File: src/source/periph_pkg.sv
////////////////////////////////////////
// peripheral package
// data types of the math unit, status
// register and gamepad port
////////////////////////////////////////

package periph_pkg;

    localparam int OPERAND_W = 16;

    typedef logic signed [OPERAND_W-1:0] operand_t;
    typedef logic signed [2*OPERAND_W-1:0] product_t;

    // bit 0 red LED, bit 1 blue LED
    typedef logic [1:0] status_t;

    // red LED lit out of reset
    localparam status_t STATUS_RESET = 2'b01;

    typedef logic [15:0] pad_state_t;
    typedef logic [2:0] buttons_t;

endpackage

File: src/source/io_ports.sv
////////////////////////////////////////
// status LEDs and gamepad port
// pad is a latch plus serial shifter
// fed from the board buttons
////////////////////////////////////////

`timescale 1ns/1ps

module io_ports (
    input logic vdp_clk,
    input logic vdp_reset,
    input logic status_write,
    input logic pad_write,
    input logic [1:0] write_bits,
    input periph_pkg::buttons_t buttons,
    output periph_pkg::status_t status,
    output logic pad_bit,
    output logic led_r,
    output logic led_b
);

    logic [1:0] pad_ctrl;
    logic pad_clk_r;
    periph_pkg::pad_state_t pad_state;

    assign led_r = status[0];
    assign led_b = status[1];
    assign pad_bit = pad_state[0];

    always_ff @(posedge vdp_clk) begin
        if (vdp_reset) begin
            status <= periph_pkg::STATUS_RESET;
            pad_ctrl <= 2'b00;
            pad_clk_r <= 1'b0;
        end else begin
            if (status_write) begin
                status <= write_bits;
            end
            if (pad_write) begin
                pad_ctrl <= write_bits;
            end
            pad_clk_r <= pad_ctrl[1];
        end
    end

    // shift wins over latch, zero fill from the top
    always_ff @(posedge vdp_clk) begin
        if (pad_ctrl[1] && !pad_clk_r) begin
            pad_state <= {1'b0, pad_state[15:1]};
        end else if (pad_ctrl[0]) begin
            pad_state <= {8'b0, buttons[0], buttons[2], 5'b0, buttons[1]};
        end
    end

endmodule

File: config.mk
export PLATFORM = sky130hd
export DESIGN_NAME = io_ports
export DESIGN_NICKNAME = d
export VERILOG_FILES = /design/src/source/periph_pkg.sv /design/src/source/io_ports.sv
export SDC_FILE = /design/constraint.sdc
export NUM_CORES = 1
export LEC_CHECK = 0
export CAP_MARGIN = 20
export CORE_AREA = 2 2 39 41
export CTS_CLUSTER_DIAMETER = 50
export DETAILED_ROUTE_END_ITERATION = 8
export DIE_AREA = 0 0 41 43
export DONT_BUFFER_PORTS = 1
export SYNTH_ARGS = -nofsm -noshare
export SYNTH_HDL_FRONTEND = slang
export SYNTH_SLANG_ARGS = --single-unit
File: constraint.sdc
create_clock -name vdp_clk -period 3.45 [get_ports vdp_clk]
set_input_delay 0 -clock vdp_clk [delete_from_list [all_inputs] [get_ports vdp_clk]]
set_output_delay 0 -clock vdp_clk [all_outputs]
set_load 0.1 [all_outputs]
-- Word-level counts from Yosys, hierarchy flattened
Index checks and enable logic that the tools add are counted.
Widths: inputs -> output; s select.
- word-level logic and storage cells: 10
- flip-flop bits (word level): 13
- output and inout bits: 5
- reductions and logical operators: 3
- multiplexer cells: 2
- operator list (cell ; number):
    $mux 8 ; 1
    $mux 7 ; 1
    $reduce_bool 2->1 ; 1
    $logic_and 1x1->1 ; 1
    $logic_not 1->1 ; 1

-- Longest topological paths before layout
- word-level depth: 3
- gate-level depth with buffers: 3

-- Worst setup path before layout
Ideal clock, no wire load.
- path kind: flip-flop to output port
- from: register status[1]
- to: output port status[1]
- slack: 2077 ps
- cell stages (with the launch flop): 2
- required time: 3450 ps
- arrival time: 1373 ps
- path through: dfxtp_1 buf_4
- RTL lines (item ; line ; text):
    start: declaration ; io_ports.sv:16 ; output periph_pkg::status_t status,
    start signal: assignment ; io_ports.sv:32 ; status <= periph_pkg::STATUS_RESET;
    start signal: assignment ; io_ports.sv:37 ; status <= write_bits;
No word-level cell between the ends.

==> results.md <==
- Status: completed
- Post-Route WL: between 800 and 900 um
- CTS Buffer Depth: 2
- Post-DRT Antenna Nets: 0
- Post-route DRC: 0
- Clock skew: 0.000241 ns
- CTS buffer count: 3
- # IOs: 14
- Fillers: 130
- Fin. max-slew vios: 0
- Crit-path max FO: 3
- Clk_lat worst skew: 0.27 ns
- Commonest non-fill, non-tap cell in the layout: dlygate4sd3_1
- Initial antenna violation count: 0
- Tcrit/Tclk final: 56.7%
- Slew HR: 32.0%
- H-tree depth: 1
- Avg Synthesized Cell Area: 14.8 sq um
- Setup tns final: 0 ns
- Num rows: 14
- All-Layer GR Usage: 12.5%
- MaxCap Viol Count: 0
- Yosys warning count: 0
- Tmin final: 1.96 ns
- Peak VDD IR: 0.217 mV
- Area delta synth->final: 23.9%
- Starting Density: 37.4%
- Worst-Margin Slew: 1.02 ns
- Critical path capture point type: register
- Most frequent cells in the layout: dlygate4sd3_1, edfxtp_1, and2_1
- # port buffers: 0
- Via/cell ratio: about 4.7
- Mapped Area: roughly 520 sq um
- Die W: just over 40 um
- Pwr/cell area: 519 nW/um^2
- Final setup fails: 0
- Worst EP required: 3.66 ns
- Min-delay worst type: in2reg
- Synth unique cells: 13
- Nets: 56
- Number of global-route vias before repair: 329
- RSZ-0062 raised after global routing: false
- Kind of critical path: reg2reg
- Type of origin of the critical path: register
- Die H: 43 um
- Root Buffer: clkbuf_4
- Share of cells above drive strength 1: between 10% and 20%
- GP Congestion: 0.662
- Flop and latch count out of synthesis: 13
- Post-DP HPWL: roughly 500 um
- Clock sink count: 13
- CTS tree: yes
- Lkg Pwr: 0.252 nW
- Core outline area: 1380 sq um
- Mapped Cells: 35
- DR iter-0 viols: 3
- Fmax achieved: slightly above 500 MHz
- Finished Cell Area: 642 sq um
- Die Area: 1760 sq um
- Grt ovf: 0
- Clock-pin slew on the worst setup and hold paths: 0.08 ns
- Net Count, Synth: 44
- DRT Pass-1 Iters: 3
- CP arrival: 2.17 ns
- Largest net degree at the start of global routing: 10
- Seq/Total Area, Yosys: 65.7%
- Final hold vios: 0
- Post-Place Cell Area: 514 sq um
- Global-route wire length before repair: 1350 um
- Routed len/inst: between 10 and 15 um
- Vias: 292
- # diodes: 0
## sequential cells by signal, indices dropped and copies added, names as in the netlist
register and count:
pad_clk_r 1, pad_ctrl 2, pad_state 8, status 2
## per-stage QoR
step           utilization (%)  power [W]  instances  hold WS [ns]  setup slack, ns
4_1_cts                   46.4   0.000338         62         0.399             1.56
3_3_place_gp              37.2   0.000229         48        0.0663             2.10
3_5_place_dp              37.2   0.000230         48        0.0680             2.09
2_1_floorplan                -   0.000230         35        0.0716             2.08
6_report                  46.4   0.000333         62         0.416             1.49
5_1_grt                   46.4   0.000347         62         0.426             1.47
## power by group
| part | switching, W | internal, W |
|---|---|---|
| clock | 0.0000523 | 0.0000430 |
| combinational | 0.0000107 | 0.0000177 |
| sequential | 0.0000327 | 0.000177 |
| total | 0.0000957 | 0.000238 |
## cells by family (layout without fill, tap and decap cells)
family	count (synthesis)	count (layout)	synth area share (%)
flip-flops	13	13	65.7
AND/OR/NAND/NOR	13	13	15.9
multiplexers	5	5	11.6
buffers and inverters	3	14	5.07
AO/OA/AOI/OAI	1	1	1.69
## metal layers
layer,GRT usage [%],routed length [um],vias to the layer above
met2,19.1,483,7
met3,6.81,29,2
li1,-,-,138
met4,8.67,16,0
met5,0,0,-
met1,12.0,337,145
## worst max-delay path: stages, from the launching register on
cell and delay [ns]:
dfxtp_2 1.02, mux2i_1 0.16, nor2_1 0.14, dlygate4sd3_1 0.57
## cells in the mapped netlist (all sizes together)
| cell | instances | area, sq um |
|---|---|---|
| mux2 | 2 | 30.0 |
| nor2b | 3 | 26.3 |
| dfxtp | 5 | 100 |
| and2 | 5 | 31.3 |
| edfxtp | 8 | 240 |
| mux2i | 3 | 30.0 |
| a211o | 1 | 8.76 |
| and2b | 1 | 7.51 |
| or2 | 1 | 6.26 |
| buf | 3 | 26.3 |
| nor2 | 3 | 11.3 |
## repair_timing
| item | CTS | global route |
|---|---|---|
| endpoints found under the hold margin | 8 | 0 |
| buffers inserted | 0 | 0 |
| resized for setup | 0 | 0 |
| hold buffers | 10 | 0 |
## area by class of cell
cell class | count | area [sq um] | share of cell area (%)
flip-flops and latches | 13 | 343 | 53.4
multi-input cells | 19 | 151 | 23.6
repair buffers | 10 | 100 | 15.6
clock buffers | 3 | 22.5 | 3.51
well taps | 16 | 20.0 | 3.12
clock inverters | 1 | 5.00 | 0.780
## worst paths after layout
path	depth (start not counted)	slack, ns	from	end
max reg2reg	3	1.49	status[1]	status[1]
min reg2reg	1	0.49	pad_ctrl[1]	pad_clk_r
min	2	0.42	status_write	status[0]
max	3	1.49	status[1]	status[1]
No activity file was read; power rests on OpenSTA's default activity.
