`config.mk`:
```
export PLATFORM = sky130hd
export DESIGN_NAME = address_decoder
export DESIGN_NICKNAME = d
export VERILOG_FILES = /design/src/source/bus_pkg.sv /design/src/source/address_decoder.sv
export SDC_FILE = /design/constraint.sdc
export NUM_CORES = 1
export LEC_CHECK = 0
export BUFFER_PORTS_ARGS = -buffer_cell sky130_fd_sc_hd__buf_2
export CAP_MARGIN = 20
export CORE_MARGIN = 2
export CORE_UTILIZATION = 15
export CTS_CLUSTER_DIAMETER = 60
export CTS_CLUSTER_SIZE = 16
export DETAILED_ROUTE_END_ITERATION = 10
export PLACE_DENSITY_LB_ADDON = 0.12
export SYNTH_ARGS = -nofsm -noshare
export SYNTH_HDL_FRONTEND = slang
export SYNTH_SLANG_ARGS = --single-unit
```
`constraint.sdc`:
```
create_clock -name vdp_clk -period 1.4 [get_ports vdp_clk]
set_input_delay 0.28 -clock vdp_clk [delete_from_list [all_inputs] [get_ports vdp_clk]]
set_output_delay 0.28 -clock vdp_clk [all_outputs]
set_load 0.05 [all_outputs]
```
`src/source/bus_pkg.sv`:
```
////////////////////////////////////////
// host bus package
// request and select types plus the
// region codes of the address map
////////////////////////////////////////

package bus_pkg;

    localparam int ADDR_W = 24;
    localparam int DATA_W = 32;
    localparam int STRB_W = DATA_W / 8;

    // region code sits in the top nibble of the byte address
    localparam int REGION_LSB = 20;

    typedef logic [ADDR_W-1:0] addr_t;
    typedef logic [DATA_W-1:0] data_t;
    // all strobes low means a read
    typedef logic [STRB_W-1:0] wstrb_t;
    typedef logic [ADDR_W-REGION_LSB-1:0] region_t;

    localparam region_t REGION_RAM = 4'd0;
    localparam region_t REGION_DSP = 4'd1;
    localparam region_t REGION_STATUS = 4'd2;
    localparam region_t REGION_PAD = 4'd3;

    // one host request, held stable while valid is high
    typedef struct packed {
        addr_t addr;
        wstrb_t wstrb;
        data_t write_data;
        logic valid;
    } bus_req_t;

    // decoder output, at most one select high
    typedef struct packed {
        logic ram;
        logic dsp;
        logic status;
        logic pad;
        logic unmapped;
        logic write;
    } sel_t;

endpackage

```
`src/source/address_decoder.sv`:
```
////////////////////////////////////////
// address decoder
// host request to one-hot region selects
////////////////////////////////////////

`timescale 1ns/1ps

module address_decoder #(
    parameter bit REGISTERED_INPUTS = 1'b1
) (
    input logic vdp_clk,
    input logic vdp_reset,
    input bus_pkg::bus_req_t req,
    output bus_pkg::sel_t sel
);

    bus_pkg::region_t region;
    bus_pkg::sel_t sel_comb;

    assign region = req.addr[bus_pkg::ADDR_W-1:bus_pkg::REGION_LSB];

    always_comb begin
        sel_comb = '0;
        if (req.valid) begin
            sel_comb.write = |req.wstrb;
            case (region)
                bus_pkg::REGION_RAM: sel_comb.ram = 1'b1;
                bus_pkg::REGION_DSP: sel_comb.dsp = 1'b1;
                bus_pkg::REGION_STATUS: sel_comb.status = 1'b1;
                bus_pkg::REGION_PAD: sel_comb.pad = 1'b1;
                // anything else still gets acknowledged
                default: sel_comb.unmapped = 1'b1;
            endcase
        end
    end

    generate
        if (REGISTERED_INPUTS) begin : g_registered
            // extra stage for slow CPU clock timing
            always_ff @(posedge vdp_clk) begin
                if (vdp_reset) begin
                    sel <= '0;
                end else begin
                    sel <= sel_comb;
                end
            end
        end else begin : g_direct
            assign sel = sel_comb;
        end
    endgenerate

endmodule

```
# == Word-level counts from Yosys, hierarchy flattened ==
# Cells that the tools add are included.
# word_totals
register_bits,6
latchBits,0
ramBits,0
mem_bits_ro,0
input_bits,63
output_inout_bits,6
elab_cells,19
memories,0
# classes
add_sub_neg,0
multipliers,0
n_div,0
magnitude_cmp,0
n_eq_ne,3
n_shift,0
mux,5
n_bitwise,1
reduce_logical,4
# ops
cell,count
4-bit by 2-bit equality test with 1-bit output (second input constant),2
4-bit OR reduction,2
1-bit two-way mux,5
4-bit by 1-bit equality test with 1-bit output (second input constant),1
4-bit logical NOT,1
2-bit OR reduction,1
1-bit inverter,1

# == Depth between registers and ports, before layout ==
# logic_depth
depth_word,3
depth_mapped,2
ltp_nobuf,2

# == Least setup slack after synthesis ==
# Ideal clock, no wire load.
# synth_timing
path_type,input-to-reg
from,input port vdp_reset
to,register sel[4] in the netlist's numbering
setup_ns,0.073
arrival_ns,0.994
t_required_ns,1.327
slack_ns,0.333
path_stages,2
n_path_buf,0
path_cell_list,or4b_4 > nor3b_2
# synth_via
elab_chain_cells,1
# synth_lines
element,line_no,source
from (decl),address_decoder.sv:12,"input logic vdp_reset,"
2-bit OR reduction (no source line),n/a,
to (signal assigned),address_decoder.sv:44,sel <= sel_comb;
to (decl),address_decoder.sv:14,output bus_pkg::sel_t sel
# No other way between the ends.
# A chain may end at the register's enable or synchronous reset.

# == Worst setup path in the final report ==
# layout_timing
from,register sel[0] in the netlist's numbering
to,output port sel[0] in the netlist's numbering
# No word-level cell between the ends.

==> metrics <==
RSZ-0062 raised after global routing no; Worst path depth 1; clk slew on worst S/H paths 40 ps; post-synthesis compound-gate area fraction 0%; type of the worst min-delay path input pin to flop; WL per Instance 7.78 um; worst setup margin 335 ps; layout cells sized above 1 61.1%; largest family of logic cells by synthesized area simple AND/OR/NAND/NOR gates; Sum Neg Setup Slack 0 ps; mux cell area share after synthesis 0%; adder-cell share of the synthesized area 0%; commonest non-fill, non-tap cell in the layout buf_2; Initial DRC Count 1; worst-case clock buffer depth 2; Seq/Total Area, Yosys 61.5%; vias 189; syn nets 80; crit share post-route 76.1%; Placed Area 293 sq um; Die Height 40.1 um; maxcap violations 0; Final Max Tran Viols 0; All-Layer GR Usage 6.20%; first-pass GRT wire length 572 um; Largest register FFs 6; core area 0.00116 sq mm; VDD IR max 0.377 mV; CP bufs+invs 1; cts hold-fix bufs 0; critical path startpoint category flop; commonest non-fill, non-tap cells in the layout buf_2 (16), dfxtp_1 (6), nor2_1 (4); Req. time, crit path 1120 ps; hpwl dp 336 um; PwrDens 1190 mW/mm^2; Syn Inst Count 17; fin util 27.3%; worst slew pin tran 251 ps; # H-tree levels 1; post-route insts no fill 50; CP Class flop to primary output; worst hold stages 2; Static Leak 0.155 nW; Starting Density 16.9%; Biggest register sel; Clock Sinks 6; Crit path max-delay family flip-flops; initial antenna violation count 0; CTS Buf Count 3; GRT Residual Overflow 0; num rows 12; Root Buffer clkbuf_4; Critical Path AT 790 ps; vias in the first global route 166; placer's final routability congestion estimate 0.555; Max Clk Rate 0.939 GHz; Fillers 135; TritonCTS clock tree built; Resized Gates After CTS 0; dpl ws 195 ps; mapped cell area 195 sq um; CP Capture Type primary output; CP cell instances buf_2; vias per cell 3.78; Synth Area in Simple Gates 38.5%; synth unique cells 8; Regs by FF count sel x6; Die Wd 40.1 um; synthesized area per cell 11.5 sq um; drt first pass iters 2; slowest CP cell dfxtp_1; ant diodes 0; drt drc 0; status finished, final reports clean; Inst Count DP 47; final setup violation count 0; largest net degree at the start of global routing 5; Synth Area in XOR/XNOR 0%; relative slew slack 83.4%; total routed wirelength 389 um; Post-CTS Setup Inserts 0; #FFs+latches synth 6; minimum clock period 1070 ps; Port-buffer cells 16; I/O Pins 69; final instance area 315 sq um; Die Area 0.00161 sq mm; Total Nets Final 101; critical path fanouts, max 1; Synth-to-Final Area Change 61.5%; Hold Vio Cnt, Final 0; CP peak stage delay 300 ps; Synth Warn # 0; antenna viol nets, final 0
final timing paths:
kind	from	end	slack, ps
setup / recovery	sel[0]	sel[0]	330
hold / removal	req[58]	sel[4]	250
routing by layer:
| metal | GRT usage [%] | vias to the layer above | part of all wire, % |
|---|---|---|---|
| li1 | - | 97 | - |
| met1 | 6.60 | 76 | 40 |
| met5 | 0 | - | 0 |
| met3 | 3.33 | 0 | 23 |
| met4 | 7.76 | 0 | 0 |
| met2 | 7.66 | 16 | 37 |
stage by stage:
| step | power [W] | hold WS, ps |
|---|---|---|
| after floorplan | 0.000204 | 350 |
| after global placement | 0.000224 | 490 |
| after detailed placement | 0.000226 | 496 |
| after CTS | 0.000385 | 243 |
| after global routing | 0.000400 | 239 |
| final | 0.000374 | 247 |
report_power, final:
part           internal (W)  leakage (nW)  switching (W)  total [W]
Clock             0.0000965        0.0138      0.0000553   0.000152
Sequential         0.000176        0.0489    0.000000832   0.000177
Combinational     0.0000181        0.0923      0.0000275  0.0000456
Total              0.000290         0.155      0.0000836   0.000374
cells in the mapped netlist:
cell	count	share of area [%]
nor3b_2	2	13
nor2_1	4	7.7
nor4_1	1	3.2
or4b_4	1	7.0
nand2b_1	1	3.2
dfxtp_1	6	62
nor3_1	1	2.6
nand2_1	1	1.9
final cells by class:
cell class / instances / area [sq um] / area share (%)
flip-flops and latches: 6 / 120 / 38.1
repair buffers: 16 / 80.1 / 25.4
multi-input cells: 11 / 75.1 / 23.8
clock buffers: 3 / 22.5 / 7.14
well taps: 14 / 17.5 / 5.56
kinds of logic after synthesis:
family           Yosys count
flip-flops                 6
AND/OR/NAND/NOR           11
Power figures use the tool's default switching activity.
