File: src/source/periph_pkg.sv
////////////////////////////////////////
// peripheral package
// data types of the math unit, status
// register and gamepad port
////////////////////////////////////////

package periph_pkg;

    localparam int OPERAND_W = 16;

    typedef logic signed [OPERAND_W-1:0] operand_t;
    typedef logic signed [2*OPERAND_W-1:0] product_t;

    // bit 0 red LED, bit 1 blue LED
    typedef logic [1:0] status_t;

    // red LED lit out of reset
    localparam status_t STATUS_RESET = 2'b01;

    typedef logic [15:0] pad_state_t;
    typedef logic [2:0] buttons_t;

endpackage

File: src/source/dsp_mult.sv
////////////////////////////////////////
// memory-mapped signed multiplier
////////////////////////////////////////

`timescale 1ns/1ps

module dsp_mult (
    input logic vdp_clk,
    input logic write_en,
    input logic select_b,
    input periph_pkg::operand_t operand_in,
    output periph_pkg::product_t product
);

    periph_pkg::operand_t operand_a;
    periph_pkg::operand_t operand_b;

    always_ff @(posedge vdp_clk) begin
        // flat enables so these land in the DSP input registers
        if (write_en && !select_b) begin
            operand_a <= operand_in;
        end

        if (write_en && select_b) begin
            operand_b <= operand_in;
        end

        product <= operand_a * operand_b;
    end

endmodule

File: config.mk
export PLATFORM = sky130hd
export DESIGN_NAME = dsp_mult
export DESIGN_NICKNAME = d
export VERILOG_FILES = /design/src/source/periph_pkg.sv /design/src/source/dsp_mult.sv
export SDC_FILE = /design/constraint.sdc
export NUM_CORES = 1
export LEC_CHECK = 0
export BUFFER_PORTS_ARGS = -buffer_cell sky130_fd_sc_hd__clkbuf_2
export CAP_MARGIN = 20
export CORE_MARGIN = 3
export CORE_UTILIZATION = 30
export DETAILED_ROUTE_END_ITERATION = 16
export HOLD_SLACK_MARGIN = 0.06
export PLACE_DENSITY_LB_ADDON = 0.25
export REMOVE_ABC_BUFFERS = 1
export SYNTH_ARGS = -nofsm -noshare
export SYNTH_HDL_FRONTEND = slang
export SYNTH_SLANG_ARGS = --single-unit
File: constraint.sdc
create_clock -name vdp_clk -period 11.01 [get_ports vdp_clk]
set_clock_uncertainty 0.05 [all_clocks]
set_input_delay 2.7525 -clock vdp_clk [delete_from_list [all_inputs] [get_ports vdp_clk]]
set_output_delay 2.7525 -clock vdp_clk [all_outputs]
set_load 0.02 [all_outputs]
After elaboration in Yosys (flattened, before gate mapping)
Cells that the tools add are included.
{"block": "totals", "elab_cells": 7, "regBits": 64, "in_bits": 19, "output_inout_bits": 32}
{"block": "op_classes", "n_reduce_logical": 3, "mul": 1}
{"op": "16-bit by 16-bit multiplier with 32-bit output", "n": 1}
{"op": "1-bit logical AND", "n": 2}
{"op": "1-bit zero test", "n": 1}

Depth between registers and ports, before layout
Gate-level depths: netlist (run 1).
{"block": "depth", "depth_word": 2, "depth_mapped": 22, "mapped_depth_nobuf": 20}

Least setup slack after synthesis (run 1)
No wires, ideal clock.
{"block": "synth_path", "path_type": "reg-to-reg", "start": "register operand_a[15]", "end": "register product[25]", "n_path_buf": 2, "stages_incl_launch_ff": 21, "path_slack_ps": 5134, "arrival_time_ps": 5753, "period_less_slack_ps": 5876, "required_ps": 10887, "setup_time_ps": 73, "path_cell_list": "edfxtp_1 > clkbuf_1 > nand2_1 > inv_1 > fa_1 > fa_1 > fa_1 > fa_1 > fa_1 > inv_1 > fa_1 > inv_1 > ha_1 > clkbuf_1 > a21o_1 > o21bai_1 > a21oi_1 > o211ai_2 > or2_1 > a2111o_1 > o211ai_2"}
{"block": "synth_via", "elab_chain_len": 1}
{"item": "start: declaration", "line": "dsp_mult.sv:15", "rtl": "periph_pkg::operand_t operand_a;"}
{"item": "start signal: assignment", "line": "dsp_mult.sv:21", "rtl": "operand_a <= operand_in;"}
{"item": "16-bit by 16-bit multiplier with 32-bit output", "line": "dsp_mult.sv:28", "rtl": "product <= operand_a * operand_b;"}
{"item": "end signal: assignment", "line": "dsp_mult.sv:28"}
{"item": "end: declaration", "line": "dsp_mult.sv:12", "rtl": "output periph_pkg::product_t product"}
Every way passes these cells.
A chain may end at the register's enable or synchronous reset.

Worst setup path after layout (run 1)
{"block": "layout_path", "start": "register operand_b[1]", "end": "register product[25]"}
{"block": "layout_via", "elab_chain_len": 1}
{"item": "start: declaration", "line": "dsp_mult.sv:16", "rtl": "periph_pkg::operand_t operand_b;"}
{"item": "start signal: assignment", "line": "dsp_mult.sv:25", "rtl": "operand_b <= operand_in;"}
{"item": "16-bit by 16-bit multiplier with 32-bit output", "line": "dsp_mult.sv:28"}
Every way passes these cells.

==> results of run 1 <==
-- metrics by stage --
stage / util, % / setup slack (ps) / instances / cell area [um^2] / hold slack, ps
global placement: 32.9 / 4550 / 1666 / 12200 / 842
floorplan: - / 5260 / 1111 / 11300 / 592
CTS: 33.8 / 4520 / 1682 / 12500 / 885
global route: 33.8 / 4220 / 1682 / 12500 / 894
detailed placement: 32.9 / 4520 / 1666 / 12200 / 870
finish: 33.8 / 4510 / 1682 / 12500 / 833
-- layout make-up --
| class | instances | area share [%] |
|---|---|---|
| clock inverters | 7 | 0.828 |
| clock buffers | 9 | 1.80 |
| inverters | 287 | 8.59 |
| multi-input cells | 760 | 68.9 |
| flip-flops and latches | 64 | 12.8 |
| repair buffers | 51 | 2.05 |
| well taps | 504 | 5.03 |
-- state kept, by name, indices dropped and copies added (netlist names) --
signal / flops
product: 32
operand_a: 16
operand_b: 16
-- kinds of logic after synthesis --
group	Yosys count	share of synthesized area, %
AO/OA/AOI/OAI	79	4.82
adder cells (fa/ha/maj)	344	54.7
XOR/XNOR	33	2.52
buffers and inverters	322	10.6
AND/OR/NAND/NOR	304	13.4
flip-flops	64	14.0
-- placed cells by master (no fill, tap or decap), types with 3 or more instances in the layout --
master	netlist	layout
sky130_fd_sc_hd__inv_1	287	287
sky130_fd_sc_hd__fa_1	262	262
sky130_fd_sc_hd__and2_1	127	127
sky130_fd_sc_hd__nand2_1	127	127
sky130_fd_sc_hd__ha_1	82	82
sky130_fd_sc_hd__clkbuf_2	0	50
sky130_fd_sc_hd__edfxtp_1	32	32
sky130_fd_sc_hd__dfxtp_1	32	32
sky130_fd_sc_hd__xnor2_1	25	25
sky130_fd_sc_hd__nor2_1	20	20
sky130_fd_sc_hd__a21oi_1	19	19
sky130_fd_sc_hd__a21o_1	13	13
sky130_fd_sc_hd__o21ai_0	11	11
sky130_fd_sc_hd__clkbuf_16	0	9
sky130_fd_sc_hd__xor2_1	8	8
sky130_fd_sc_hd__nand2b_1	7	7
sky130_fd_sc_hd__nand3_1	6	6
sky130_fd_sc_hd__o21bai_1	4	4
sky130_fd_sc_hd__o21a_1	4	4
sky130_fd_sc_hd__clkinv_4	0	4
sky130_fd_sc_hd__a211oi_1	3	3
sky130_fd_sc_hd__and3_1	3	3
sky130_fd_sc_hd__a31oi_1	3	3
sky130_fd_sc_hd__o211ai_1	3	3
-- worst paths after layout --
| path | endpoint | slack [ps] | cells past startpoint |
|---|---|---|---|
| worst min-delay path | product[0]$_DFF_P_ | 830 | 1 |
| worst max register to register | product[25]$_DFF_P_ | 4510 | 18 |
| worst max-delay path | product[25]$_DFF_P_ | 4510 | 18 |
| worst min register to register | product[0]$_DFF_P_ | 830 | 1 |
-- layer usage --
metal / up-vias / global-route usage (%) / wire [um]
li1: 3443 / - / -
met1: 3796 / 20.5 / 12800
met2: 113 / 25.1 / 13700
met3: 28 / 2.77 / 1360
met4: 0 / 2.84 / 384
met5: - / 0 / 0
-- worst max-delay path: cells and delay by family, from the launching register on --
family          cells  cell delay, ps
fa+ha+maj           7            3670
compound gates      6            1330
flops               1             650
simple gates        2             500
buf+inv             3             210
==> results by stage, run 1 <==
Status:
- The flow ran to the end, and the final reports show no timing, DRC or antenna violations.

Floorplan:
- The initial core utilization is 30.9%.
- In this run the horizontal extent of the chip is 202 um.
- The y dimension of the die is 202 um.
- The number of placement rows is 70.
- The die covers 40600 um^2.
- The core box area is 37100 um^2.
- The number of top-level pins is 51.

GRT:
- The via count of the first global-routing pass is 8472.
- The pin count of the biggest net entering global routing is 17.
- The residual overflow from global routing is 0.
- The initial antenna violation count is 0.
- The first-pass GRT wire length is 47400 um.
- The global-route usage over all layers is 15.0%.

Logic synthesis:
- The synthesized design contains 32 enable-type register cells.
- After synthesis, the cell types taking the most area are sky130_fd_sc_hd__fa_1 46%, sky130_fd_sc_hd__inv_1 9.4%, sky130_fd_sc_hd__ha_1 8.9%.
- The most used flip-flop cell after synthesis is sky130_fd_sc_hd__edfxtp_1.
- The most repeated cell in the gate-level netlist after synthesis is sky130_fd_sc_hd__inv_1.
- Of all cell types, the one taking the most synthesized area is sky130_fd_sc_hd__fa_1.
- Yosys mapped the design onto 49 distinct sky130hd cell types.
- Synthesis produced 1146 cells.
- The share of synthesized area in the top cell type comes to 45.7%.
- During synthesis, Yosys emitted a total of 0 warnings.
- The mean area per synthesized cell is 10.0 um^2.
- After synthesis, flip-flops and latches occupy 14.0% of the total area.
- The summed instance area of the synthesized netlist is 11500 um^2.
- After synthesis the netlist holds a flip-flop and latch count of 64.
- Counting instances in the post-synthesis netlist gives the leading cell types as 287 x sky130_fd_sc_hd__inv_1, 262 x sky130_fd_sc_hd__fa_1, 127 x sky130_fd_sc_hd__and2_1, 127 x sky130_fd_sc_hd__nand2_1, 82 x sky130_fd_sc_hd__ha_1.
- The async set or reset register ratio after synthesis is 0%.

CTS:
- Counting the buffers created by CTS gives 9.
- Clock-pin slew was measured on the worst setup and hold paths at 60 ps.
- The largest buffer count on any clock path is 2.
- The H-tree generated during clock tree synthesis spans 3 levels.
- The sink count of the clock tree is 64.
- The number of gates resized after CTS was 0.
- The number of hold buffers added after CTS was 0.
- After clock tree synthesis, the setup repair step added 0 buffers.
- The clock network latency to the later pin of the worst-skew pair is 360 ps.
- TritonCTS built the clock tree.
- The cell chosen for the clock root is sky130_fd_sc_hd__clkbuf_16.

STA:
- For this run, the top clock speed supported by timing is 0.154 GHz.
- The part of the cycle the worst path needs is 59.0%.
- The number of pins exceeding their max-slew limit in the final report is 0.
- The number of setup violations in the final report is 0.
- For the final routed database, the setup TNS stands at 0 ps.
- The actual transition at the worst max-transition pin is 858 ps.
- For the finished layout, the period the worst path requires is 6500 ps.
- In this run the tightest slew margin relative to its limit is 42.8%.
- Setup repair after global routing left no endpoint under its margin.
- The final count of hold timing violations is 0.

Finish:
- For this run, the post-layout net count is 1536.
- The post-route netlist has 6.45% of its cells at a drive strength greater than 1.
- The footprint of the multi-input gates is 8650 um^2.
- Counting the fill cells in the layout gives 3880.
- Relative to the synthesized area, the layout overhead comes to 9.39%.
- The repair_antennas step left the layout with diodes totalling 0.
- The total area of sequential cells is 1600 um^2.

Critical path:
- The critical path launch point type is a flop.
- The data required time of the worst path is 11240 ps.
- The start of the worst register-to-register path is operand_b[1]$_DFFE_PP_.
- Tracing the worst setup path back leads to its startpoint at operand_b[1]$_DFFE_PP_.
- The maximum fanout along the worst path is 16.
- The peak per-stage delay on the critical path is 760 ps.
- The critical path's slowest cell is sky130_fd_sc_hd__fa_1.
- The data arrival time at the worst-slack endpoint is 6730 ps.
- STA classifies the critical path endpoint as a flop.
- The critical path goes through nand2_1 > inv_1 > fa_1 > fa_1 > fa_1 > fa_1 > fa_1 > inv_1 > fa_1 > inv_1 > ha_1 > a21o_1 > o21bai_1 > a21oi_1 > o211ai_2 > or2_1 > a2111o_1 > o211ai_2.
- The critical path is of the reg2reg type.
- The cell seen most often among critical-path stages is sky130_fd_sc_hd__fa_1.

Route:
- Detailed routing inserted a total of 7380 vias.
- The detail-routed via count per cell is 4.39.
- The count of nets left with antenna violations after detail routing is 0.
- After detailed routing, the number of remaining DRC violations is 0.
- The final layout contains routed wiring with a total length of 28200 um.
- The number of iterations in the first detailed-routing pass is 4.
- The average wire length per cell after detail routing is 16.8 um.
- The number of design-rule violations left by the first detailed-router iteration is 291.

Hold path:
- In this run the worst hold path is classified as reg2reg.
- The startpoint identified for the worst hold timing path is operand_b[0]$_DFFE_PP_.

Placement:
- The total of buffers placed on input and output ports is 50.
- Detailed placement ended at an HPWL of 23500 um.
- The weighted congestion at the end of routability-driven global placement is 0.814.

Job:
- The count of maximum capacitance violations is 0.
Power of run 1 is left out: the tool's default activity adds up to more than one toggle a clock period on the data nets, which glitch-free logic cannot reach.
==> run 2: changes to the inputs <==
- clock period: 11.01 -> 5.5 ns (I/O delays scaled with it)
==> run 2 against run 1 <==
  * The flow now finishes with violations (negative setup slack)
  * Die area unchanged
  * Maximum frequency is 11% higher
  * Via count increased by 10%
  * Core utilization rose by 5.6 points
  * Critical path depth grew 2
  * First-iteration DRC count decreased by 4.1%
  * Flip-flop and latch count stayed put
  * Final cell count up 12%
  * Non-clock buffer count rose by 195
  * Largest cell class unchanged
==> results by stage, run 2 (same netlist as run 1, synthesis figures left out) <==
Finish:
- The number of nets in the layout is 1731 (was 1536).
- The footprint of the multi-input gates came to 9190 um^2 (was 8650 um^2).
- Largest registers in the final layout: product: 32 flops, operand_a: 16 flops, operand_b: 16 flops (unchanged).
- The total of fill cells in the finished design is 3809 (was 3880).
- The area growth from synthesis to layout came to 27.7% (was 9.39%).
- The antenna diode instance count is 0 (unchanged).
- The number of standard cells in the final layout excluding fillers is 1877 (was 1682).
- The register name with the most flops is product (unchanged).
- Commonest non-fill, non-tap cells in the layout: 271 x sky130_fd_sc_hd__inv_1, 250 x sky130_fd_sc_hd__fa_1, 172 x sky130_fd_sc_hd__buf_4 (was 287 x sky130_fd_sc_hd__inv_1, 262 x sky130_fd_sc_hd__fa_1, 127 x sky130_fd_sc_hd__and2_1, 127 x sky130_fd_sc_hd__nand2_1, 82 x sky130_fd_sc_hd__ha_1).
- The fraction of the core area covered by cells at the end of the flow is 39.4% (was 33.8%).
- The fraction of layout instances using a drive strength above 1 is 26.3% (was 6.45%).
- The flip-flop count of the largest register after layout is 32 (unchanged).
- The total area of sequential cells came to 1600 um^2 (unchanged).
- The commonest non-fill, non-tap cell in the layout is sky130_fd_sc_hd__inv_1 (unchanged).

CTS:
- The sink count of the clock tree is 64 (unchanged).
- The cell chosen for the clock root is sky130_fd_sc_hd__clkbuf_16 (unchanged).
- The CTS tree is built (unchanged).
- The H-tree depth is 3 (unchanged).
- The hold-fix buffer count after cts is 0 (unchanged).
- The post-CTS clock slew at the launch and capture registers of the worst setup and hold paths is 60 ps (about the same).
- The largest buffer count on any clock path came to 2 (unchanged).
- The CTS buffer count is 9 (unchanged).
- The clock network latency to the later pin of the worst-skew pair was 350 ps (was 360 ps).

STA:
- The highest clock frequency the design can meet is 0.170 GHz (was 0.154 GHz).
- The actual transition at the worst max-transition pin is 781 ps (was 858 ps).
- The final count of hold timing violations is 0 (unchanged).
- The post-route minimum period is 5870 ps (was 6500 ps).
- The number of pins exceeding their max-slew limit in the final report came to 0 (unchanged).
- The part of the cycle the worst path needs came to 107% (was 59.0%).
- The number of setup violations in the final report is 12 (was 0).
- Unrepaired setup endpoints after global routing: yes (was no).
- The remaining max-slew budget at the tightest pin is 47.9% (was 42.8%).
- The worst hold slack across all endpoints came to 608 ps (was 833 ps).
- The final worst slack is -375 ps (was 4510 ps).

Critical path:
- The cell seen most often among critical-path stages is sky130_fd_sc_hd__fa_1 (unchanged).
- The startpoint-to-endpoint class of the critical path is reg2reg (unchanged).
- The endpoint kind of the worst setup timing path is a flop (unchanged).
- The top cell family by delay on the critical path is adder cells (unchanged).
- Worst-path cell chain: buf_6 > and2_4 > fa_1 > inv_2 > fa_2 > fa_1 > inv_2 > fa_1 > fa_1 > inv_2 > fa_1 > inv_2 > ha_4 > nand3_4 > or4_4 > o211ai_4 > buf_4 > buf_6 > xor2_1 > buf_4 (was nand2_1 > inv_1 > fa_1 > fa_1 > fa_1 > fa_1 > fa_1 > inv_1 > fa_1 > inv_1 > ha_1 > a21o_1 > o21bai_1 > a21oi_1 > o211ai_2 > or2_1 > a2111o_1 > o211ai_2).
- The data required time of the worst path is 5740 ps (was 11240 ps).
- The critical path's slowest cell is sky130_fd_sc_hd__fa_1 (unchanged).
- The count of buffering cells on the critical path with inverters included was 8 (was 3).
- The critical path launch point type was a flop (unchanged).
- The maximum fanout along the worst path is 7 (was 16).
- The data arrival time at the worst-slack endpoint is 6120 ps (was 6730 ps).
- The peak per-stage delay on the critical path came to 570 ps (was 760 ps).

Floorplan:
- The full die area is 40600 um^2 (unchanged).
- The number of placement rows is 70 (unchanged).
- The core box area was 37100 um^2 (unchanged).
- The y dimension of the die is 202 um (unchanged).
- The number of top-level pins is 51 (unchanged).
- The initial core utilization is 30.9% (unchanged).
- The horizontal die dimension is 202 um (unchanged).

Route:
- The number of design-rule violations left by the first detailed-router iteration is 279 (was 291).
- The overall via count from detail_route was 8154 (was 7380).
- The count of nets left with antenna violations after detail routing is 0 (unchanged).
- The total routed wirelength came to 30600 um (was 28200 um).
- The average wire length per cell after detail routing is 16.3 um (was 16.8 um).
- The number of iterations in the first detailed-routing pass came to 4 (unchanged).
- The detail-routed via count per cell came to 4.34 (was 4.39).
- The number of DRC violations after detailed routing is 0 (unchanged).

Hold path:
- The type of the most critical hold path is reg2reg (unchanged).

Placement:
- The detailed-placement wirelength estimate is 26000 um (was 23500 um).
- The placed instance count came to 1832 (was 1666).
- The total of buffers placed on input and output ports came to 50 (unchanged).
- The setup slack after placement is -634 ps (was 4520 ps).
- The weighted congestion at the end of routability-driven global placement is 0.839 (was 0.814).

GRT:
- The first-pass GRT wire length is 50700 um (was 47400 um).
- The initial antenna violation count was 0 (unchanged).
- The via count of the first global-routing pass is 9296 (was 8472).
- The global-route usage over all layers is 16.0% (was 15.0%).
- The residual overflow from global routing was 0 (unchanged).
- The pin count of the biggest net entering global routing is 17 (unchanged).

Job:
- The count of maximum capacitance violations is 0 (unchanged).

Status:
- The final reports fail on negative setup slack.
- Run status: finished, violations left (was finished, final reports clean).
==> run 2: cell count changes in the layout (fill, tap and decap cells not counted), sizes merged <==
cell and delta:
clkinvlp +1, buf +195, clkbuf +1, bufinv -2, clkinv -1, inv +1
==> run 2: tightest hold or removal path, stage by stage, from the launching register on <==
cell and delay (ps):
sky130_fd_sc_hd__edfxtp_1 340, sky130_fd_sc_hd__buf_4 150, sky130_fd_sc_hd__and2_1 140
==> run 2: area by class of cell <==
| cell class | count | area share (%) |
|---|---|---|
| Multi-Input combinational cell | 760 | 62.8 |
| Timing Repair Buffer | 246 | 12.7 |
| Sequential cell | 64 | 10.9 |
| Inverter | 287 | 7.37 |
| Tap cell | 504 | 4.31 |
| Clock buffer | 10 | 1.63 |
| Clock inverter | 6 | 0.291 |
==> run 2: timing repair <==
item	CTS	global route
resized for setup	75	61
pin swaps	43	57
endpoints found under the setup margin	17	19
setup buffers	24	9
==> run 2: metal layers <==
layer / vias to the layer above / track usage (%) / wire length (um)
li1: 3839 / - / -
met1: 4164 / 21.3 / 13700
met2: 116 / 27.7 / 15300
met3: 35 / 1.88 / 740
met4: 0 / 4.21 / 834
met5: - / 0 / 0
==> run 2: stage by stage <==
stage | setup TNS, ps | area [um^2]
floorplan | -770 | 11300
global placement | -6030 | 13500
detailed placement | -6460 | 13500
CTS | -2870 | 14300
global route | -5970 | 14600
finish | -3370 | 14600
==> run 2: final timing paths <==
| kind | start | endpoint | slack (ps) | cells past startpoint |
|---|---|---|---|---|
| max | operand_b[6]$_DFFE_PP_ | product[21]$_DFF_P_ | -370 | 20 |
| min | operand_a[0]$_DFFE_PP_ | product[0]$_DFF_P_ | 610 | 2 |
| max reg2reg | operand_b[6]$_DFFE_PP_ | product[21]$_DFF_P_ | -370 | 20 |
| min reg2reg | operand_a[0]$_DFFE_PP_ | product[0]$_DFF_P_ | 610 | 2 |
Power of run 2 is left out for the same reason.
