### config.mk
export PLATFORM = sky130hd
export DESIGN_NAME = bus_arbiter
export DESIGN_NICKNAME = d
export VERILOG_FILES = /design/src/source/bus_pkg.sv /design/src/source/periph_pkg.sv /design/src/source/bus_arbiter.sv
export SDC_FILE = /design/constraint.sdc
export NUM_CORES = 1
export LEC_CHECK = 0
export ABC_AREA = 1
export BUFFER_PORTS_ARGS = -buffer_cell sky130_fd_sc_hd__clkbuf_2
export CORE_AREA = 2 2 71 73
export CTS_CLUSTER_DIAMETER = 50
export CTS_CLUSTER_SIZE = 12
export DETAILED_ROUTE_END_ITERATION = 10
export DIE_AREA = 0 0 73 75
export PLACE_DENSITY = 0.7
export SLEW_MARGIN = 20
export SYNTH_ARGS = -nofsm -noshare
export SYNTH_HDL_FRONTEND = slang
export SYNTH_SLANG_ARGS = --single-unit
### constraint.sdc
create_clock -name vdp_clk -period 0.85 [get_ports vdp_clk]
set_input_delay 0.085 -clock vdp_clk [delete_from_list [all_inputs] [get_ports vdp_clk]]
set_output_delay 0.085 -clock vdp_clk [all_outputs]
set_load 0.005 [all_outputs]
### src/source/bus_pkg.sv
////////////////////////////////////////
// host bus package
// request and select types plus the
// region codes of the address map
////////////////////////////////////////

package bus_pkg;

    localparam int ADDR_W = 24;
    localparam int DATA_W = 32;
    localparam int STRB_W = DATA_W / 8;

    // region code sits in the top nibble of the byte address
    localparam int REGION_LSB = 20;

    typedef logic [ADDR_W-1:0] addr_t;
    typedef logic [DATA_W-1:0] data_t;
    // all strobes low means a read
    typedef logic [STRB_W-1:0] wstrb_t;
    typedef logic [ADDR_W-REGION_LSB-1:0] region_t;

    localparam region_t REGION_RAM = 4'd0;
    localparam region_t REGION_DSP = 4'd1;
    localparam region_t REGION_STATUS = 4'd2;
    localparam region_t REGION_PAD = 4'd3;

    // one host request, held stable while valid is high
    typedef struct packed {
        addr_t addr;
        wstrb_t wstrb;
        data_t write_data;
        logic valid;
    } bus_req_t;

    // decoder output, at most one select high
    typedef struct packed {
        logic ram;
        logic dsp;
        logic status;
        logic pad;
        logic unmapped;
        logic write;
    } sel_t;

endpackage

### src/source/periph_pkg.sv
////////////////////////////////////////
// peripheral package
// data types of the math unit, status
// register and gamepad port
////////////////////////////////////////

package periph_pkg;

    localparam int OPERAND_W = 16;

    typedef logic signed [OPERAND_W-1:0] operand_t;
    typedef logic signed [2*OPERAND_W-1:0] product_t;

    // bit 0 red LED, bit 1 blue LED
    typedef logic [1:0] status_t;

    // red LED lit out of reset
    localparam status_t STATUS_RESET = 2'b01;

    typedef logic [15:0] pad_state_t;
    typedef logic [2:0] buttons_t;

endpackage

### src/source/bus_arbiter.sv
////////////////////////////////////////
// bus arbiter
// write routing, read mux and the
// host ready pulse
////////////////////////////////////////

`timescale 1ns/1ps

module bus_arbiter #(
    parameter int RAM_WORDS = 1024
) (
    input logic vdp_clk,
    input logic vdp_reset,
    input bus_pkg::bus_req_t req,
    input bus_pkg::sel_t sel,
    input bus_pkg::data_t ram_read_data,
    input periph_pkg::product_t product,
    input periph_pkg::status_t status,
    input logic pad_bit,
    output logic [$clog2(RAM_WORDS)-1:0] ram_index,
    output logic ram_cs,
    output bus_pkg::wstrb_t ram_wstrb,
    output logic dsp_write,
    output logic status_write,
    output logic pad_write,
    output bus_pkg::data_t read_data,
    output logic ready
);

    localparam int INDEX_W = $clog2(RAM_WORDS);

    logic sel_any;
    logic slow;
    logic start;
    logic fast_ack;
    logic wait_q;
    logic done;

    assign sel_any = sel.ram | sel.dsp | sel.status | sel.pad | sel.unmapped;
    // these wait one more cycle for the synchronous read
    assign slow = sel.ram | (sel.dsp & ~sel.write);
    assign start = sel_any & ~done & ~wait_q;
    assign fast_ack = start & ~slow;

    assign ram_index = req.addr[INDEX_W+1:2];

    always_ff @(posedge vdp_clk) begin
        if (vdp_reset) begin
            ready <= 1'b0;
            wait_q <= 1'b0;
            done <= 1'b0;
            ram_cs <= 1'b0;
            dsp_write <= 1'b0;
            status_write <= 1'b0;
            pad_write <= 1'b0;
        end else begin
            ready <= fast_ack | wait_q;
            wait_q <= start & slow;
            ram_cs <= start & sel.ram;
            dsp_write <= start & sel.dsp & sel.write;
            status_write <= start & sel.status & sel.write;
            pad_write <= start & sel.pad & sel.write;
            // hold off a repeat until the host drops valid
            if (!req.valid) begin
                done <= 1'b0;
            end else if (fast_ack | wait_q) begin
                done <= 1'b1;
            end
        end
    end

    always_ff @(posedge vdp_clk) begin
        if (start) begin
            ram_wstrb <= req.wstrb;
        end
    end

    // writes and unmapped accesses return zero
    always_comb begin
        read_data = '0;
        if (!sel.write) begin
            if (sel.ram) begin
                read_data = ram_read_data;
            end else if (sel.dsp) begin
                read_data = bus_pkg::data_t'(product);
            end else if (sel.status) begin
                read_data = {30'b0, status};
            end else if (sel.pad) begin
                read_data = {31'b0, pad_bit};
            end
        end
    end

endmodule

## After elaboration in Yosys (flattened, before gate mapping)

Cells that the tools add are included.

| cells by class | value |
|---|---|
| muxes and demuxes | 5 |
| bitwise operators | 23 |
| reduce and logical (&&, ||, !) cells | 1 |

Operators by type and width:

| operator | number |
|---|---|
| 32-bit 2-to-1 mux | 3 |
| 1-bit AND | 12 |
| 1-bit OR | 6 |
| 1-bit inverter | 5 |
| 2-bit 2-to-1 mux | 1 |
| 2-bit OR reduction | 1 |
| 1-bit 2-to-1 mux | 1 |

| storage, ports and cells | value |
|---|---|
| register bits | 11 |
| bits of input ports | 136 |
| output and inout port bits | 51 |
| word-level logic and storage cells | 37 |

## Depth between registers and ports, before layout

Gate-level depths: netlist of the first run.

| logic depth | value |
|---|---|
| depth in word-level cells | 8 |
| mapped depth | 7 |
| gate-level depth less buffers | 6 |

## Least setup slack after synthesis of the first run

Ideal clock, no wire load.

| timing path | value |
|---|---|
| path kind | reg-to-reg |
| start | register done |
| end | register ram_wstrb[0] (enable) |
| setup time | 0.308 ns |
| data arrival time | 0.606 ns |
| data required time | 0.542 ns |
| slack | -0.064 ns |
| stages on the path, launching flop included | 4 |
| period minus slack after synthesis | 0.914 ns |
| cells stage by stage | dfxtp_1 > nor2_1 > nand2_1 > inv_1 |

| between the ends | value |
|---|---|
| cells in the longest elaborated chain, start to end | 3 |

RTL lines:

| item | RTL line | RTL |
|---|---|---|
| start, declared | bus_arbiter.sv:37 | `logic done;` |
| start signal, assigned | bus_arbiter.sv:51 | `done <= 1'b0;` |
| start signal, assigned | bus_arbiter.sv:65 | `done <= 1'b0;` |
| start signal, assigned | bus_arbiter.sv:67 | `done <= 1'b1;` |
| 1-bit inverter | bus_arbiter.sv:42 | `assign start = sel_any & ~done & ~wait_q;` |
| 1-bit AND (2 in a row) | bus_arbiter.sv:42 |  |
| named net start | bus_arbiter.sv:34 | `logic start;` |
| end signal, assigned | bus_arbiter.sv:74 | `ram_wstrb <= req.wstrb;` |
| end, declared | bus_arbiter.sv:22 | `output bus_pkg::wstrb_t ram_wstrb,` |

The timed path passes the listed nets, and every way through them passes these cells.
A chain may end at the register's enable or synchronous reset.

## Worst setup path in the final report of the first run

| timing path | value |
|---|---|
| start | input port sel[5] (netlist bit) |
| end | output port read_data[10] |

| between the ends | value |
|---|---|
| cells in the longest elaborated chain, start to end | 2 |

RTL lines:

| item | RTL line | RTL |
|---|---|---|
| start, declared | bus_arbiter.sv:15 | `input bus_pkg::sel_t sel,` |
| 32-bit 2-to-1 mux | bus_arbiter.sv:82 | `if (sel.ram) begin` |
| 32-bit 2-to-1 mux | bus_arbiter.sv:81 | `if (!sel.write) begin` |
| end, declared | bus_arbiter.sv:26 | `output bus_pkg::data_t read_data,` |

No other way between the ends.

==> impl_metrics.csv, run 1 <==
group,metric,value,unit
timing,worst_slew_pin_slew,0.3301,ns
die,dieHeight,75,um
timing,setup_slack,-0.1429,ns
timing,hold_ws,0.02819,ns
critical_path,critPathMaxFanout,5,
die,start_util,0.2019,
placement,dp_cells,327,
logic_synthesis,ys_async_sr_fraction,0,
critical_path,critPathLaunchType,"input pin",
timing,clock.fmax,1007,MHz
timing,max-slew-margin-rel,0.7799,
status,violations,"setup timing",
run,maxCapViolCount,0,
placement,hpwlAfterDp,2.899,mm
cts,cts_max_path_buffers,2,
cts,clkTransAtPathRegs,0.05,ns
critical_path,crit_chain,"clkbuf_16 -> nor2_4 -> buf_12 -> clkbuf_16 -> nand2_4 -> a21oi_2 -> clkbuf_2",
finish,fin_cells,337,
finish,n_antenna_cell,0,
logic_synthesis,synth_nets,296,
timing,finalSetupViolCount,37,
logic_synthesis,yosysMostFrequentCell,"nand2_1",
die,core-area,4661,um2
finish,drive_gt1_frac,0.6466,
logic_synthesis,synth-edff-count,4,
drt,drt_iter0_drc,51,
logic_synthesis,synth_area_leader_cell,"nand2_1",
timing,timing.final.crit_share,1.168,
status,status,"complete, but fails checks",
timing,tns,-3.492,ns
placement,finalWeightedCongestion,0.7764,
cts,cts_sinks,11,
die,fp-row-count,25,
global_route,grtUsageTotal,0.1199,
drt,drc,0,
critical_path,cp_common_cell,"clkbuf_16",
timing,period_minus_slack,0.9929,ns
placement,placed_area,1618,um2
timing,finalMaxSlewViolations,0,
global_route,grt_overflow,0,
logic_synthesis,synth_area,940.9,um2
die,die_area,5475,um2
logic_synthesis,synth_cells,160,
cts,clk_latency,0.23,ns
drt,routed_wl,3.914,mm
global_route,grt_pass1_wl,5.250,mm
global_route,grt_antenna_before_repair,0,
critical_path,required,0.76,ns
power,leakage,1.067,nW
timing,rsz0062_at_grt,"true",
timing,skew,0.001949,ns
placement,pre_cts_ws,-0.1316,ns
finish,utilization,0.4231,
critical_path,cpPeakStageDelay,0.16,ns
logic_synthesis,yosysSeqAreaShare,0.2766,
drt,dr.pass1.iters,4,
logic_synthesis,syn_avg_cell_area,5.881,um2
global_route,first_global_vias,1228,
power,finalPower,1.937,mW
hold_path,hold_class,"input pin to flop",
drt,antenna_left,0,
finish,nets,420,
cts,cts_hold_buf,0,
logic_synthesis,ys_types,15,
cts,root_buffer,"clkbuf_8",
logic_synthesis,ys_seq_elements,11,
global_route,grt_max_degree,23,
cts,cts_buffers,3,
die,ioPinCount,187,
finish,finish.instance_area,1972,um2
drt,wl_per_cell,11.61,um
critical_path,critical_path_class,"input pin to output pin",
critical_path,arrival,0.91,ns
finish,fill_cells,480,
drt,vias,1472,
drt,via_per_inst,4.368,
logic_synthesis,synth.area.top_cells,"nand2_1 28%, a21oi_1 19%, dfxtp_1 15%, edfxtp_1 13%, buf_4 11%",
finish,area_growth,109.6,%
logic_synthesis,synth_top_area_frac,0.2753,
critical_path,cpMaxStageDelayCell,"clkbuf_16",
logic_synthesis,ys_top_cells_by_count,"69 x nand2_1, 35 x a21oi_1, 14 x buf_4, 10 x nor2_1, 7 x dfxtp_1",
critical_path,end_kind,"output pin",
die,die_width,73,um
placement,io_buffers,120,
power,irDropWorstVdd,0.4184,mV
logic_synthesis,ys.flop_type,"dfxtp_1",
cts,htreeDepth,1,
timing,finalHoldViolCount,0,
power,power.density,982.4,nW/um2
cts,cts_tree,"built",
logic_synthesis,synthesis.yosys.warnings,0,
==> routing by layer <==
layer | up-vias | global-route usage | wire length [um]
met4 | 0 | 0.03704 | 46
met3 | 9 | 0.02811 | 340
met1 | 630 | 0.1253 | 1423
met5 | - | 0 | 0
met2 | 87 | 0.2352 | 2104
li1 | 746 | - | -
==> layout by cell type, fill, tap and decap left out <==
cell type and instances:
nand2_1 62, dfxtp_1 7, nand3_4 1, buf_8 2
nor2_4 2, a31oi_4 1, buf_12 4, edfxtp_1 4
nand2_4 6, nand2_2 1, a21oi_1 15, nand3_1 2
clkinv_4 1, inv_2 1, inv_1 4, clkbuf_16 3
buf_4 12, o31ai_1 1, inv_4 1, nor2_1 4
clkbuf_2 90, buf_2 28, clkbuf_1 1, clkbuf_8 3
buf_6 1, nor2_2 6, a21oi_2 20
==> final timing paths <==
path | startpoint | to | slack (ns) | cells after the start
hold / removal | req[34] | ram_wstrb[1] | 0.03 | 1
hold reg to reg | wait_q | ready | 0.48 | 2
setup / recovery | sel[5] | read_data[10] | -0.14 | 7
setup reg to reg | done | ram_wstrb[0] | -0.05 | 3
==> kinds of logic (layout without fill, tap and decap cells) <==
logic type / count (synthesis) / count (layout) / share of synthesized area
AND/OR/NAND/NOR: 84 / 84 / 0.3497
flip-flops: 11 / 11 / 0.2766
buffers and inverters: 28 / 151 / 0.1729
AO/OA/AOI/OAI: 37 / 37 / 0.2008
==> registers in the layout, indices dropped and copies added, names as in the netlist <==
signal / flops
done: 1
dsp_write: 1
pad_write: 1
ram_cs: 1
ram_wstrb: 4
ready: 1
status_write: 1
wait_q: 1
==> repair_timing <==
action	CTS	global route
setup buffers	1	2
pin swaps	1	10
resized for setup	10	74
gates cloned	0	3
endpoints found under the setup margin	41	43
==> cell type report <==
| class | instances | area, um2 | area share |
|---|---|---|---|
| clock buffers | 4 | 45.04 | 0.02284 |
| inverters | 7 | 33.78 | 0.01713 |
| flip-flops and latches | 11 | 260.3 | 0.1320 |
| repair buffers | 140 | 877.1 | 0.4448 |
| multi-input cells | 121 | 688.2 | 0.3490 |
| well taps | 54 | 67.56 | 0.03426 |
==> report_power, final <==
part           switching, mW  total (mW)  internal [mW]  leakage, nW
Clock                  0.184       0.513          0.328       0.0228
Sequential            0.0123       0.606          0.594       0.0978
Combinational          0.381       0.819          0.438        0.947
Total                  0.577        1.94           1.36         1.07
==> worst max-delay path, delay by kind of cell <==
kind	cells	cell delay (ns)
AO/OA/AOI/OAI	1	0.13
buffers and inverters	4	0.54
AND/OR/NAND/NOR	2	0.14
Power figures use the tool's default switching activity.
==> run 2: changes to the inputs <==
--- a/config.mk
+++ b/config.mk
@@ -17,3 +17,4 @@
 export SYNTH_ARGS = -nofsm -noshare
 export SYNTH_HDL_FRONTEND = slang
 export SYNTH_SLANG_ARGS = --single-unit
+export TNS_END_PERCENT = 50
==> impl_metrics.csv, run 2 (same netlist as run 1, synthesis figures left out) <==
group,metric,value,unit
finish,area_growth,105.3,%
timing,worst_slew_pin_slew,0.2156,ns
critical_path,required,0.76,ns
cts,clkTransAtPathRegs,0.05,ns
drt,antenna_left,0,
global_route,first_global_vias,1225,
finish,n_antenna_cell,0,
die,ioPinCount,187,
timing,period_minus_slack,0.9902,ns
timing,finalHoldViolCount,0,
critical_path,worstPathBufferInverterCount,4,
cts,cts_max_path_buffers,2,
die,core-area,4661,um2
global_route,grt_antenna_before_repair,0,
critical_path,critical_path_class,"input pin to output pin",
cts,cts_tree,"built",
power,power.density,983.6,nW/um2
timing,finalMaxSlewViolations,0,
cts,root_buffer,"clkbuf_8",
critical_path,end_kind,"output pin",
critical_path,crit_chain,"clkbuf_16 -> nor2_4 -> buf_12 -> clkbuf_16 -> nand2_4 -> a21oi_2 -> clkbuf_2",
drt,dr.pass1.iters,4,
finish,utilization,0.4145,
drt,drc,0,
die,start_util,0.2019,
power,irDropWorstVdd,0.4078,mV
global_route,grt_overflow,0,
global_route,grt_pass1_wl,5.257,mm
timing,clock.fmax,1010,MHz
die,fp-row-count,25,
finish,top_register,"ram_wstrb",
timing,max-slew-margin-rel,0.8551,
drt,vias,1462,
critical_path,arrival,0.91,ns
timing,finalSetupViolCount,36,
critical_path,cpMaxStageDelayCell,"clkbuf_16",
drt,wl_per_cell,11.38,um
timing,setup_slack,-0.1402,ns
status,violations,"setup timing",
placement,placed_area,1618,um2
placement,hpwlAfterDp,2.899,mm
placement,pre_cts_ws,-0.1316,ns
hold_path,hold_class,"input pin to flop",
finish,largest_reg_flops,4,
run,maxCapViolCount,0,
drt,via_per_inst,4.351,
cts,htreeDepth,1,
die,dieHeight,75,um
timing,rsz0062_at_grt,"true",
drt,drt_iter0_drc,39,
cts,clk_latency,0.23,ns
die,die_area,5475,um2
global_route,grtUsageTotal,0.1199,
cts,cts_sinks,11,
critical_path,critPathLaunchType,"input pin",
critical_path,cpPeakStageDelay,0.16,ns
finish,final_cell_mix,"91 x clkbuf_2, 62 x nand2_1, 27 x buf_2, 18 x a21oi_2, 17 x a21oi_1",
critical_path,cp_common_cell,"clkbuf_16",
global_route,grt_max_degree,23,
cts,cts_buffers,3,
placement,io_buffers,120,
finish,finish.instance_area,1932,um2
critical_path,crit_family,"buffers and inverters",
timing,skew,0.001899,ns
drt,routed_wl,3.822,mm
critical_path,critPathMaxFanout,5,
timing,timing.final.crit_share,1.165,
die,die_width,73,um
finish,nets,419,
placement,finalWeightedCongestion,0.7764,
power,leakage,1.059,nW
status,status,"complete, but fails checks",
finish,layout_commonest_cell,"clkbuf_2",
finish,drive_gt1_frac,0.6241,
run 2: metal layers:
metal  vias to the layer above  global-route usage  wire [um]
met5                         -                   0          0
met4                         0             0.03704         46
met3                         9             0.02811        337
met2                        89              0.2352       2014
met1                       619              0.1253       1423
li1                        745                   -          -
run 2: repair_timing:
action                                  in CTS  in global routing
buffers inserted                             1                  1
endpoints found under the setup margin      41                 43
hold buffers                                 0                  0
pin swaps                                    1                  7
gates cloned                                 0                  3
resized for setup                            9                 66
run 2: area by class of cell:
cell class                      instances  area [um2]
Clock buffer                            4       45.04
Multi-Input combinational cell        121       655.6
Inverter                                7       33.78
Tap cell                               54       67.56
Fill cell                             481        2729
Timing Repair Buffer                  139       869.6
Sequential cell                        11       260.3
run 2: metrics by stage:
step	hold slack, ns	TNS, ns	std cells	total power, mW
floorplan	0.1541	-0.02073	160	0.9072
global placement	0.1700	-3.972	327	1.253
detailed placement	0.1700	-3.944	327	1.260
CTS	0.01883	-2.450	332	1.804
global route	0.02772	-5.660	336	2.030
finish	0.02496	-3.390	336	1.900
run 2: final timing paths:
check / from / to / slack, ns / cells after the start
hold / removal: vdp_reset / ready / 0.02 / 2
hold reg to reg: wait_q / ready / 0.46 / 2
setup reg to reg: done / ram_wstrb[0] / -0.04 / 3
setup / recovery: sel[5] / read_data[10] / -0.14 / 7
run 2: where the power goes:
group / internal (mW) / switching (mW) / total, mW / leakage (nW)
registers: 0.594 / 0.0122 / 0.606 / 0.0978
logic: 0.423 / 0.359 / 0.782 / 0.939
clock network: 0.328 / 0.184 / 0.512 / 0.0228
total: 1.34 / 0.555 / 1.90 / 1.06
==> run 3: changes to the inputs <==
--- a/config.mk
+++ b/config.mk
@@ -5,14 +5,13 @@
 export SDC_FILE = /design/constraint.sdc
 export NUM_CORES = 1
 export LEC_CHECK = 0
-export ABC_AREA = 1
 export BUFFER_PORTS_ARGS = -buffer_cell sky130_fd_sc_hd__clkbuf_2
-export CORE_AREA = 2 2 71 73
+export CORE_AREA = 2 2 72 74
 export CTS_CLUSTER_DIAMETER = 50
 export CTS_CLUSTER_SIZE = 12
 export DETAILED_ROUTE_END_ITERATION = 10
-export DIE_AREA = 0 0 73 75
-export PLACE_DENSITY = 0.7
+export DIE_AREA = 0 0 74 76
+export PLACE_DENSITY = 0.67
 export SLEW_MARGIN = 20
 export SYNTH_ARGS = -nofsm -noshare
 export SYNTH_HDL_FRONTEND = slang
==> impl_metrics.csv, run 3 <==
group,metric,value,unit
status,status,"complete, but fails checks",
status,violations,"setup timing",
critical_path,r2r-end,"ram_wstrb[2]",
critical_path,r2r_cells,2,
hold_path,min_to,"ram_wstrb[1]",
global_route,grt_overflow,0,
die,die_area,5624,um2
finish,regArea,262.8,um2
die,dieHeight,76,um
timing,clock.fmax,1001,MHz
global_route,grt_pass1_wl,5.754,mm
logic_synthesis,synth.area.top_cells,"a22oi_1 23%, dfxtp_1 15%, edfxtp_1 13%, nor2_1 12%, buf_4 9.9%",
critical_path,required,0.76,ns
critical_path,worstPathBufferInverterCount,3,
logic_synthesis,yosysSeqAreaShare,0.2853,
logic_synthesis,ys_top_cells_by_count,"29 x nor2_1, 28 x a22oi_1, 12 x buf_4, 7 x dfxtp_1, 5 x clkbuf_1",
logic_synthesis,synth_nets,257,
die,ioPinCount,187,
global_route,first_global_vias,1235,
cts,cts_buffers,3,
run,maxCapViolCount,0,
die,core-area,4912,um2
finish,nets,376,
finish,fill_cells,520,
timing,rsz0062_at_grt,"true",
logic_synthesis,synth_cells,121,
cts,clk_latency,0.24,ns
finish,fin_cells,309,
die,start_util,0.1857,
timing,tns,-4.295,ns
global_route,grt_antenna_before_repair,0,
die,fp-row-count,26,
placement,dp_cells,302,
critical_path,arrival,0.91,ns
critical_path,end_kind,"output pin",
finish,top_register,"ram_wstrb",
cts,cts_tree,"built",
finish,largest_reg_flops,4,
critical_path,crit_chain,"clkbuf_16 -> nor2b_4 -> buf_6 -> a22oi_1 -> nor2_1 -> clkbuf_2",
timing,setup_slack,-0.1486,ns
finish,layout_commonest_cell,"clkbuf_2",
cts,htreeDepth,1,
timing,max-slew-margin-rel,0.8492,
critical_path,critPathMaxFanout,8,
logic_synthesis,synth-edff-count,4,
drt,antenna_left,0,
critical_path,critical_path_class,"input pin to output pin",
power,leakage,0.9645,nW
critical_path,crit_family,"buffers and inverters",
logic_synthesis,syn_avg_cell_area,7.538,um2
finish,n_antenna_cell,0,
power,irDropWorstVdd,0.3440,mV
critical_path,critPathLaunchType,"input pin",
logic_synthesis,ys_async_sr_fraction,0,
finish,utilization,0.3747,
drt,routed_wl,3.748,mm
placement,finalWeightedCongestion,0.7193,
logic_synthesis,yosysMostFrequentCell,"nor2_1",
logic_synthesis,synth_top_area_frac,0.2305,
cts,root_buffer,"clkbuf_8",
logic_synthesis,ys.flop_type,"dfxtp_1",
cts,cts_max_path_buffers,2,
finish,drive_gt1_frac,0.7071,
timing,period_minus_slack,0.9986,ns
hold_path,min-delay-start,"req[34]",
critical_path,r2r_start,"done",
timing,worst_slew_pin_slew,0.2237,ns
timing,finalMaxSlewViolations,0,
global_route,grt_max_degree,21,
timing,hold_ws,0.02444,ns
timing,finalHoldViolCount,0,
logic_synthesis,ys_types,26,
hold_path,whs_path_depth,1,
placement,hpwlAfterDp,2.932,mm
critical_path,cpPeakStageDelay,0.24,ns
cts,cts_hold_buf,0,
timing,finalSetupViolCount,34,
logic_synthesis,ys_seq_elements,11,
logic_synthesis,synthesis.yosys.warnings,0,
critical_path,cpMaxStageDelayCell,"nor2b_4",
hold_path,hold_class,"input pin to flop",
critical_path,r2r_slack,-0.12,ns
drt,dr.pass1.iters,4,
logic_synthesis,synth_area_leader_cell,"a22oi_1",
die,die_width,74,um
logic_synthesis,synth_area,912.1,um2
timing,skew,0.001250,ns
drt,drt_iter0_drc,36,
drt,via_per_inst,4.275,
timing,timing.final.crit_share,1.175,
drt,drc,0,
drt,vias,1321,
finish,multi_input_area,644.4,um2
global_route,grtUsageTotal,0.1281,
power,power.density,1017,nW/um2
cts,cts_sinks,11,
finish,area_growth,101.8,%
placement,io_buffers,120,
finish,final_cell_mix,"100 x clkbuf_2, 28 x nor2_1, 18 x buf_2, 16 x a22oi_2, 12 x a22oi_1",
cts,clkTransAtPathRegs,0.05,ns
drt,wl_per_cell,12.13,um
## run 3: cell count changes after synthesis, moves of 4 or more
cell | previous run | this run
nand2_1 | 69 | 2
a21oi_1 | 35 | 4
a22oi_1 | 0 | 28
nor2_1 | 10 | 29
inv_1 | 6 | 2
## run 3: area by class of cell
| type | instances | area share |
|---|---|---|
| tap | 70 | 0.04759 |
| sequential | 11 | 0.1428 |
| multi-input combinational | 86 | 0.3501 |
| clock buffer | 4 | 0.02447 |
| inverter | 2 | 0.005438 |
| timing repair buffer | 136 | 0.4296 |
## run 3: logic make-up after synthesis
family | Yosys count | share of synthesized area
buffers and inverters | 24 | 0.1605
DFF | 11 | 0.2853
AOI/OAI and AO/OA | 38 | 0.3059
and+or+nand+nor | 48 | 0.2483
## run 3: worst max-delay path by stage
stage          cells past startpoint  slack, ns             to  startpoint
2_1_floorplan                      3      -0.23   ram_wstrb[0]      sel[4]
3_3_place_gp                       3      -0.33   ram_wstrb[0]      sel[3]
3_5_place_dp                       3      -0.34   ram_wstrb[0]      sel[3]
4_1_cts                            5      -0.18   read_data[0]      sel[4]
5_1_grt                            6      -0.22  read_data[17]      sel[4]
6_report                           6      -0.15  read_data[26]      sel[4]
## run 3: through the flow
| step | worst slack [ns] | instance area, um2 | power (mW) |
|---|---|---|---|
| global route | -0.2187 | 1841 | 1.989 |
| global placement | -0.3349 | 1597 | 1.248 |
| detailed placement | -0.3403 | 1597 | 1.254 |
| CTS | -0.1765 | 1724 | 1.825 |
| finish | -0.1486 | 1841 | 1.873 |
| floorplan | -0.2280 | 958.4 | 0.9286 |
## run 3: routing by layer
| layer | vias to the layer above | global-route usage | part of all wire |
|---|---|---|---|
| li1 | 665 | - | - |
| met1 | 584 | 0.1397 | 0.38 |
| met2 | 59 | 0.2277 | 0.52 |
| met3 | 13 | 0.02249 | 0.081 |
| met4 | 0 | 0.06727 | 0.025 |
| met5 | - | 0 | 0 |
## run 3: worst register-to-register path: cells and delay by family (launching register included)
kind / cells / cell delay [ns]
compound gates: 1 / 0.18
flops: 1 / 0.33
simple gates: 1 / 0.17
## run 3: where the power goes
part | internal, mW | total [mW] | switching, mW
sequential | 0.593 | 0.608 | 0.0147
combinational | 0.424 | 0.748 | 0.324
clock | 0.328 | 0.517 | 0.189
## run 3: timing repair
item	4_1_cts	5_1_grt
pin swaps	3	21
endpoints found under the setup margin	40	42
cloned	1	1
buffers inserted	1	0
resized for setup	17	40
